`config.mk`:
```
export PLATFORM = sky130hd
export DESIGN_NAME = periph_system_top
export DESIGN_NICKNAME = d
export VERILOG_FILES = /design/src/periph_pkg.sv /design/src/periph_addr_decode.sv /design/src/periph_read_return.sv /design/src/periph_reg_bank.sv /design/src/periph_system_top.sv
export SDC_FILE = /design/constraint.sdc
export NUM_CORES = 1
export LEC_CHECK = 0
export BUFFER_PORTS_ARGS = -buffer_cell sky130_fd_sc_hd__buf_2
export CAP_MARGIN = 30
export CELL_PAD_IN_SITES_DETAIL_PLACEMENT = 1
export CELL_PAD_IN_SITES_GLOBAL_PLACEMENT = 1
export CORE_AREA = 2 2 202 204
export CTS_CLUSTER_DIAMETER = 100
export CTS_CLUSTER_SIZE = 20
export DETAILED_ROUTE_END_ITERATION = 10
export DIE_AREA = 0 0 204 206
export HOLD_SLACK_MARGIN = 0.1
export PLACE_DENSITY_LB_ADDON = 0.25
export SYNTH_ARGS = -nofsm -noshare
export SYNTH_HDL_FRONTEND = slang
export SYNTH_HIERARCHICAL = 1
export SYNTH_SLANG_ARGS = --single-unit
export TNS_END_PERCENT = 100
```
`constraint.sdc`:
```
create_clock -name clock_i -period 2.51 [get_ports clock_i]
set_input_delay 0.251 -clock clock_i [delete_from_list [all_inputs] [get_ports clock_i]]
set_output_delay 0.251 -clock clock_i [all_outputs]
set_load 0.005 [all_outputs]
```
`src/periph_pkg.sv`:
```
`default_nettype none

package periph_pkg;

	// bus widths
	localparam int periph_addr_w = 8;
	localparam int periph_data_w = 32;

	// byte address map shared by both buses
	localparam logic [periph_addr_w-1:0] addr_comm_reg0      = 8'h00;
	localparam logic [periph_addr_w-1:0] addr_comm_control   = 8'h04;
	localparam logic [periph_addr_w-1:0] addr_phase          = 8'h08;
	localparam logic [periph_addr_w-1:0] addr_metric_switch  = 8'h0C;
	localparam logic [periph_addr_w-1:0] addr_stats          = 8'h10;
	localparam logic [periph_addr_w-1:0] addr_reset_control  = 8'h14;
	localparam logic [periph_addr_w-1:0] addr_comm_cache0    = 8'h18;
	localparam logic [periph_addr_w-1:0] addr_comm_cache1    = 8'h1C;
	localparam logic [periph_addr_w-1:0] addr_comm_cache2    = 8'h20;

	// cycle counter words on the stats bus
	localparam int num_cycle_counts = 6;

	// returned while the subsystem sits in reset
	localparam logic [periph_data_w-1:0] read_poison = 32'hDEADBEAF;

	// raw request as it arrives on either bus
	typedef struct packed {
		logic                     req;
		logic                     rw;
		logic [periph_addr_w-1:0] addr;
		logic [periph_data_w-1:0] wdata;
	} bus_req_t;

	// register targeted by an address
	typedef enum logic [3:0] {
		sel_none,
		sel_comm_reg0,
		sel_comm_control,
		sel_phase,
		sel_metric_switch,
		sel_stats,
		sel_reset_control,
		sel_cache0,
		sel_cache1,
		sel_cache2
	} reg_sel_e;

	// decoded command for one port
	typedef struct packed {
		reg_sel_e                 sel;
		logic                     wr;
		logic                     rd;
		logic [periph_data_w-1:0] data;
	} port_cmd_t;

	// readable state of the register bank
	typedef struct packed {
		logic [periph_data_w-1:0] comm_reg0;
		logic [periph_data_w-1:0] comm_reg1;
		logic [1:0]               reset_reg;
	} reg_view_t;

endpackage

`default_nettype wire

```
`src/periph_addr_decode.sv`:
```
`timescale 1ns/1ns
`default_nettype none

module periph_addr_decode (
	input  periph_pkg::bus_req_t  core_req_i,
	input  periph_pkg::bus_req_t  cs_req_i,
	output periph_pkg::port_cmd_t core_cmd_o,
	output periph_pkg::port_cmd_t cs_cmd_o
);

	import periph_pkg::*;

	// one lookup shared by both ports
	function automatic reg_sel_e addr_to_sel(input logic [periph_addr_w-1:0] addr);
		reg_sel_e sel;
		case (addr)
			addr_comm_reg0:     sel = sel_comm_reg0;
			addr_comm_control:  sel = sel_comm_control;
			addr_phase:         sel = sel_phase;
			addr_metric_switch: sel = sel_metric_switch;
			addr_stats:         sel = sel_stats;
			addr_reset_control: sel = sel_reset_control;
			addr_comm_cache0:   sel = sel_cache0;
			addr_comm_cache1:   sel = sel_cache1;
			addr_comm_cache2:   sel = sel_cache2;
			default:            sel = sel_none;
		endcase
		return sel;
	endfunction

	// strobes from req and rw, no access filtering here
	function automatic port_cmd_t req_to_cmd(input bus_req_t bus_req);
		port_cmd_t cmd;
		cmd.sel  = addr_to_sel(bus_req.addr);
		cmd.wr   = bus_req.req & bus_req.rw;
		cmd.rd   = bus_req.req & ~bus_req.rw;
		cmd.data = bus_req.wdata;
		return cmd;
	endfunction

	always_comb begin
		core_cmd_o = req_to_cmd(core_req_i);
	end

	always_comb begin
		// sel stays valid without req, read return needs it while held
		cs_cmd_o = req_to_cmd(cs_req_i);
	end

endmodule

`default_nettype wire

```
`src/periph_read_return.sv`:
```
`timescale 1ns/1ns
`default_nettype none

module periph_read_return (
	input  wire                                  clock_i,
	input  periph_pkg::port_cmd_t                core_cmd_i,
	input  periph_pkg::port_cmd_t                cs_cmd_i,
	input  periph_pkg::reg_view_t                view_i,
	input  wire                                  subsys_hold_i,
	input  wire  [periph_pkg::periph_data_w-1:0] comm_cache0_i,
	input  wire  [periph_pkg::periph_data_w-1:0] comm_cache1_i,
	input  wire  [periph_pkg::periph_data_w-1:0] comm_cache_l2_i,
	output logic [periph_pkg::periph_data_w-1:0] core_rdata_o,
	output logic [periph_pkg::periph_data_w-1:0] cs_rdata_o
);

	import periph_pkg::*;

	logic [periph_data_w-1:0] reset_word;

	// upper bits read as ones
	assign reset_word = {{(periph_data_w-2){1'b1}}, view_i.reset_reg};

	// core port only sees the mailbox
	always_ff @(posedge clock_i) begin
		if (subsys_hold_i) begin
			core_rdata_o <= read_poison;
		end else if (core_cmd_i.rd && core_cmd_i.sel == sel_comm_reg0) begin
			core_rdata_o <= view_i.comm_reg0;
		end
	end

	always_ff @(posedge clock_i) begin
		if (subsys_hold_i) begin
			// refreshed every cycle so the reset register stays visible
			if (cs_cmd_i.sel == sel_reset_control) begin
				cs_rdata_o <= reset_word;
			end else begin
				cs_rdata_o <= read_poison;
			end
		end else if (cs_cmd_i.rd) begin
			case (cs_cmd_i.sel)
				sel_comm_reg0:     cs_rdata_o <= view_i.comm_reg0;
				sel_stats:         cs_rdata_o <= view_i.comm_reg1;
				sel_reset_control: cs_rdata_o <= reset_word;
				// cache status words
				sel_cache0:        cs_rdata_o <= comm_cache0_i;
				sel_cache1:        cs_rdata_o <= comm_cache1_i;
				sel_cache2:        cs_rdata_o <= comm_cache_l2_i;
				default:           cs_rdata_o <= '0;
			endcase
		end
	end

endmodule

`default_nettype wire

```
`src/periph_reg_bank.sv`:
```
`timescale 1ns/1ns
`default_nettype none

module periph_reg_bank (
	input  wire                              clock_i,
	input  wire                              cpu_resetn_i,
	input  periph_pkg::port_cmd_t            core_cmd_i,
	input  periph_pkg::port_cmd_t            cs_cmd_i,
	input  wire [periph_pkg::num_cycle_counts-1:0][periph_pkg::periph_data_w-1:0]
	                                         cycle_counts_i,
	output periph_pkg::reg_view_t            view_o,
	output logic                             subsys_hold_o,
	output logic [1:0]                       metric_sel_o,
	output logic [15:0]                      sample_rate_o,
	output logic [periph_pkg::periph_data_w-1:0] phase_o,
	output logic [periph_pkg::periph_data_w-1:0] comm_o,
	output logic                             reset_system_o
);

	import periph_pkg::*;

	logic [periph_data_w-1:0] comm_reg0_q;
	logic [periph_data_w-1:0] comm_reg1_q;
	logic [7:0]               comm_core_q;
	logic [23:0]              comm_cs_q;
	logic [periph_data_w-1:0] phase_q;
	logic [1:0]               metric_sel_q;
	logic [15:0]              sample_rate_q;
	logic [1:0]               reset_reg_q;
	logic [periph_data_w-1:0] stats_word;
	logic [2:0]               stats_idx;

	// 11 minus the highest set bit, 11 for fields 0 and 1
	function automatic logic [3:0] shift_code(input logic [11:0] field);
		logic [3:0] code;
		code = 4'd11;
		for (int i = 0; i < 12; i++) begin
			if (field[i]) begin
				code = 4'(11 - i);
			end
		end
		return code;
	endfunction

	// counter word picked by a stats write
	assign stats_idx = cs_cmd_i.data[2:0];

	always_comb begin
		stats_word = '0;
		if (int'(stats_idx) < num_cycle_counts) begin
			stats_word = cycle_counts_i[stats_idx];
		end
	end

	always_ff @(posedge clock_i) begin
		if (!cpu_resetn_i || subsys_hold_o) begin
			comm_reg0_q   <= '0;
			comm_reg1_q   <= '0;
			comm_core_q   <= '0;
			comm_cs_q     <= '0;
			phase_q       <= '0;
			metric_sel_q  <= '0;
			sample_rate_q <= '0;
		end else begin
			// sampler clear / table dump and phase interrupt pulse for one cycle
			comm_cs_q[23:22] <= 2'b00;
			phase_q[31]      <= 1'b0;

			// core may write mailbox, its comm field and phase
			if (core_cmd_i.wr) begin
				case (core_cmd_i.sel)
					sel_comm_reg0:    comm_reg0_q <= core_cmd_i.data;
					sel_comm_control: comm_core_q <= core_cmd_i.data[7:0];
					sel_phase:        phase_q <= {1'b1, core_cmd_i.data[30:0]};
					default: ;
				endcase
			end

			// control system side
			if (cs_cmd_i.wr) begin
				case (cs_cmd_i.sel)
					sel_comm_control: comm_cs_q <= cs_cmd_i.data[23:0];
					sel_metric_switch: begin
						metric_sel_q <= cs_cmd_i.data[1:0];
						if (cs_cmd_i.data[1:0] == 2'd1) begin
							// sampler seed plus shift
							sample_rate_q <= {cs_cmd_i.data[25:14],
							                  shift_code(cs_cmd_i.data[13:2])};
						end else begin
							sample_rate_q <= cs_cmd_i.data[17:2];
						end
					end
					sel_stats: comm_reg1_q <= stats_word;
					default: ;
				endcase
			end
		end
	end

	// software reset register, only the cpu reset clears it
	always_ff @(posedge clock_i) begin
		if (!cpu_resetn_i) begin
			reset_reg_q <= 2'b00;
		end else if (cs_cmd_i.wr && cs_cmd_i.sel == sel_reset_control) begin
			reset_reg_q <= cs_cmd_i.data[1:0];
		end
	end

	assign subsys_hold_o  = ~reset_reg_q[1];
	assign reset_system_o = reset_reg_q[0];

	assign metric_sel_o  = metric_sel_q;
	assign sample_rate_o = sample_rate_q;
	assign phase_o       = phase_q;
	assign comm_o        = {comm_core_q, comm_cs_q};

	assign view_o = '{
		comm_reg0: comm_reg0_q,
		comm_reg1: comm_reg1_q,
		reset_reg: reset_reg_q
	};

endmodule

`default_nettype wire

```
`src/periph_system_top.sv`:
```
`timescale 1ns/1ns
`default_nettype none

module periph_system_top (
	input  wire                                  clock_i,
	input  wire                                  cpu_resetn_i,

	// core bus
	input  wire                                  core_req_i,
	input  wire                                  core_rw_i,
	input  wire  [periph_pkg::periph_addr_w-1:0] core_addr_i,
	input  wire  [periph_pkg::periph_data_w-1:0] core_wdata_i,
	output logic [periph_pkg::periph_data_w-1:0] core_rdata_o,

	// control system bus
	input  wire                                  cs_req_i,
	input  wire                                  cs_rw_i,
	input  wire  [periph_pkg::periph_addr_w-1:0] cs_addr_i,
	input  wire  [periph_pkg::periph_data_w-1:0] cs_wdata_i,
	output logic [periph_pkg::periph_data_w-1:0] cs_rdata_o,

	// counters and cache status
	input  wire  [periph_pkg::num_cycle_counts-1:0][periph_pkg::periph_data_w-1:0]
	                                             cycle_counts_i,
	input  wire  [periph_pkg::periph_data_w-1:0] comm_cache0_i,
	input  wire  [periph_pkg::periph_data_w-1:0] comm_cache1_i,
	input  wire  [periph_pkg::periph_data_w-1:0] comm_cache_l2_i,

	// control outputs
	output logic [1:0]                           metric_sel_o,
	output logic [15:0]                          sample_rate_o,
	output logic [periph_pkg::periph_data_w-1:0] phase_o,
	output logic [periph_pkg::periph_data_w-1:0] comm_o,
	output logic                                 reset_system_o
);

	import periph_pkg::*;

	bus_req_t  core_req;
	bus_req_t  cs_req;
	port_cmd_t core_cmd;
	port_cmd_t cs_cmd;
	reg_view_t view;
	logic      subsys_hold;

	assign core_req = '{req: core_req_i, rw: core_rw_i, addr: core_addr_i, wdata: core_wdata_i};
	assign cs_req   = '{req: cs_req_i, rw: cs_rw_i, addr: cs_addr_i, wdata: cs_wdata_i};

	periph_addr_decode decode0 (
		.core_req_i (core_req),
		.cs_req_i   (cs_req),
		.core_cmd_o (core_cmd),
		.cs_cmd_o   (cs_cmd)
	);

	periph_reg_bank bank0 (
		.clock_i        (clock_i),
		.cpu_resetn_i   (cpu_resetn_i),
		.core_cmd_i     (core_cmd),
		.cs_cmd_i       (cs_cmd),
		.cycle_counts_i (cycle_counts_i),
		.view_o         (view),
		.subsys_hold_o  (subsys_hold),
		.metric_sel_o   (metric_sel_o),
		.sample_rate_o  (sample_rate_o),
		.phase_o        (phase_o),
		.comm_o         (comm_o),
		.reset_system_o (reset_system_o)
	);

	periph_read_return read0 (
		.clock_i         (clock_i),
		.core_cmd_i      (core_cmd),
		.cs_cmd_i        (cs_cmd),
		.view_i          (view),
		.subsys_hold_i   (subsys_hold),
		.comm_cache0_i   (comm_cache0_i),
		.comm_cache1_i   (comm_cache1_i),
		.comm_cache_l2_i (comm_cache_l2_i),
		.core_rdata_o    (core_rdata_o),
		.cs_rdata_o      (cs_rdata_o)
	);

endmodule

`default_nettype wire

```
==> flow_metrics.tcl <==
set metrics [dict create \
    status "complete, no violations" \
    holdWs_ns 0.136 \
    port_buffers 514 \
    firstDrtPassIters 5 \
    fin_area_sq_um 15400 \
    grt_overflow 0 \
    post_dp_cell_area_sq_um 14000 \
    cp.required_ns 2.95 \
    cts_sinks 212 \
    grt_setup_unrepaired "no" \
    r2r_start "bank0/reset_reg_q[1]" \
    rows 74 \
    drive_above_1_share 0.387 \
    die_w_microns 204 \
    clock.fmax_mhz 416 \
    core_area_sq_um 40200 \
    p_per_area_nw_per_um2 440 \
    wire_per_inst_microns 21.8 \
    start_util 0.276 \
    crit_type "primary input to register" \
    dp_hpwl_microns 39600 \
    worstPathArrival_ns 2.84 \
    gp_congestion 0.907 \
    slew_headroom 0.434 \
    worst_slew_pin_slew_ns 0.847 \
    syn_area_sq_um 11100 \
    cts_tree "yes" \
    ant_nets 0 \
    path_cells "buf_2 -> or4_4 -> a211oi_4 -> buf_12 -> and4bb_1 -> and2_2 -> buf_12 -> nor2_1 -> a311oi_1 -> dlygate4sd3_1" \
    synth.net_count 1617 \
    grt_pass1_vias 11600 \
    clock_skew_ns 0.0225 \
    cpPeakStageDelay_ns 0.60 \
    syn_area_per_cell_sq_um 8.91 \
    dieHeight_microns 206 \
    pin_count 521 \
    cpMaxStageDelayCell "or4_4" \
    start_kind "primary input" \
    grt_first_pass_wirelength_microns 71700 \
    fin_crit_sh 0.958 \
    hp-class "primary input to register" \
    ir_drop_mv 0.473 \
    leakage_nw 6.39 \
    clock_path_buffers 3 \
    finalSetupTns_ns 0 \
    cts_setup_buffers 0 \
    setup_viol 0 \
    hold_viol_final 0 \
    reg2reg_depth 5 \
    rr_endpoint "bank0/sample_rate_o[15]" \
    ys_warn_count 6 \
    dp_slack_ns -0.151 \
    antenna_found_initial 9 \
    rrSetupSlack_ns 0.59 \
    grt_max_degree 61 \
    die_area_sq_um 42000 \
    wirelength_microns 50200 \
    drc 0 \
    viasPerCell 4.88 \
    cpMostUsedCell "buf_12" \
    fin_ws_ns 0.107 \
    maxCapViolations 0 \
    cts-root-buf "clkbuf_16" \
    clk_pin_slew_ns 0.09 \
    whs_path_depth 3 \
    clk_latency_ns 0.50 \
    critPathCaptureType "register" \
    nets 2133 \
    min_from "comm_cache0_i[24]" \
    worstPathMaxFanout 17 \
    period_minus_slack_ns 2.40 \
    syn2layout_area_growth_pct 38.7 \
    drt_iter0_markers 483 \
    min_to "read0/cs_rdata_o[24]" \
    cts_buffers 15 \
    slew_violations 0 \
    htree_num_levels 1 \
    synthCells 1243 \
    grt_usage 0.227 \
    vias 11200 \
]
worst max path at each step:
stage,startpoint,slack (ns),to
floorplan,cs_addr_i[1],0.1,read0/cs_rdata_o[13]
global placement,cs_addr_i[4],-0.13,read0/cs_rdata_o[5]
detailed placement,cs_addr_i[1],-0.15,read0/cs_rdata_o[0]
CTS,cs_addr_i[1],0.1,bank0/sample_rate_o[14]
global route,cs_addr_i[1],0.001,bank0/sample_rate_o[7]
finish,cs_addr_i[1],0.11,bank0/sample_rate_o[15]
repair_timing:
action                                 CTS  global route
hold buffers                            83             0
endpoints found under the hold margin  132             0
setup endpoints to repair                0             1
gates resized for setup                  0             1
through the flow:
stage / power, W / util / std cells
3_3_place_gp: 0.00424 / 0.350 / 2190
4_1_cts: 0.00688 / 0.381 / 2294
2_1_floorplan: 0.00389 / - / 1243
3_5_place_dp: 0.00425 / 0.350 / 2190
6_report: 0.00675 / 0.382 / 2300
5_1_grt: 0.00705 / 0.382 / 2300
power by group:
part / switching, W / internal [W] / total [W]
Sequential: 0.0000000498 / 0.00343 / 0.00343
Combinational: 0.000364 / 0.000476 / 0.000840
Clock: 0.00131 / 0.00118 / 0.00248
routing by layer:
layer,global-route usage,up-vias,share of wire
met5,0,-,0.00058
met4,0.0629,6,0.022
met3,0.0512,58,0.068
met2,0.399,357,0.49
met1,0.279,5431,0.42
li1,-,5370,-
worst max-delay path: cells and delay by family:
kind                   cells  cell delay, ns
buffers and inverters      4            0.99
AO/OA/AOI/OAI              2            0.44
AND/OR/NAND/NOR            4            1.14
flip-flops by register name, indices dropped and copies added, names as in the netlist:
signal and cells:
bank0/comm_reg1_q 32, read0/core_rdata_o 32, bank0/metric_sel_o 2, read0/cs_rdata_o 32, bank0/comm_cs_q 24, bank0/sample_rate_o 16
bank0/phase_o 32, bank0/reset_reg_q 2, bank0/comm_reg0_q 32, bank0/comm_core_q 8
final cells by class:
type,instances,area [sq um]
sequential,212,4560
clock inverter,2,26.3
inverter,7,26.3
multi-input combinational,864,5540
antenna,5,12.5
fill,4883,24800
tap,532,666
timing repair buffer,659,4110
clock buffer,19,410
cells in the final DEF, fill, tap and decap left out, types with 18 or more instances in the layout:
cell type,instances
dfxtp_1,180
buf_12,18
mux4_2,27
mux2i_1,49
edfxtp_1,32
nor2_1,70
mux2_2,34
buf_2,513
nand3b_1,28
o21ai_0,37
buf_4,44
dlygate4sd3_1,83
nand2_1,281
a221oi_1,19
a21oi_1,167
Note: power is estimated with default switching activity, not from simulation.
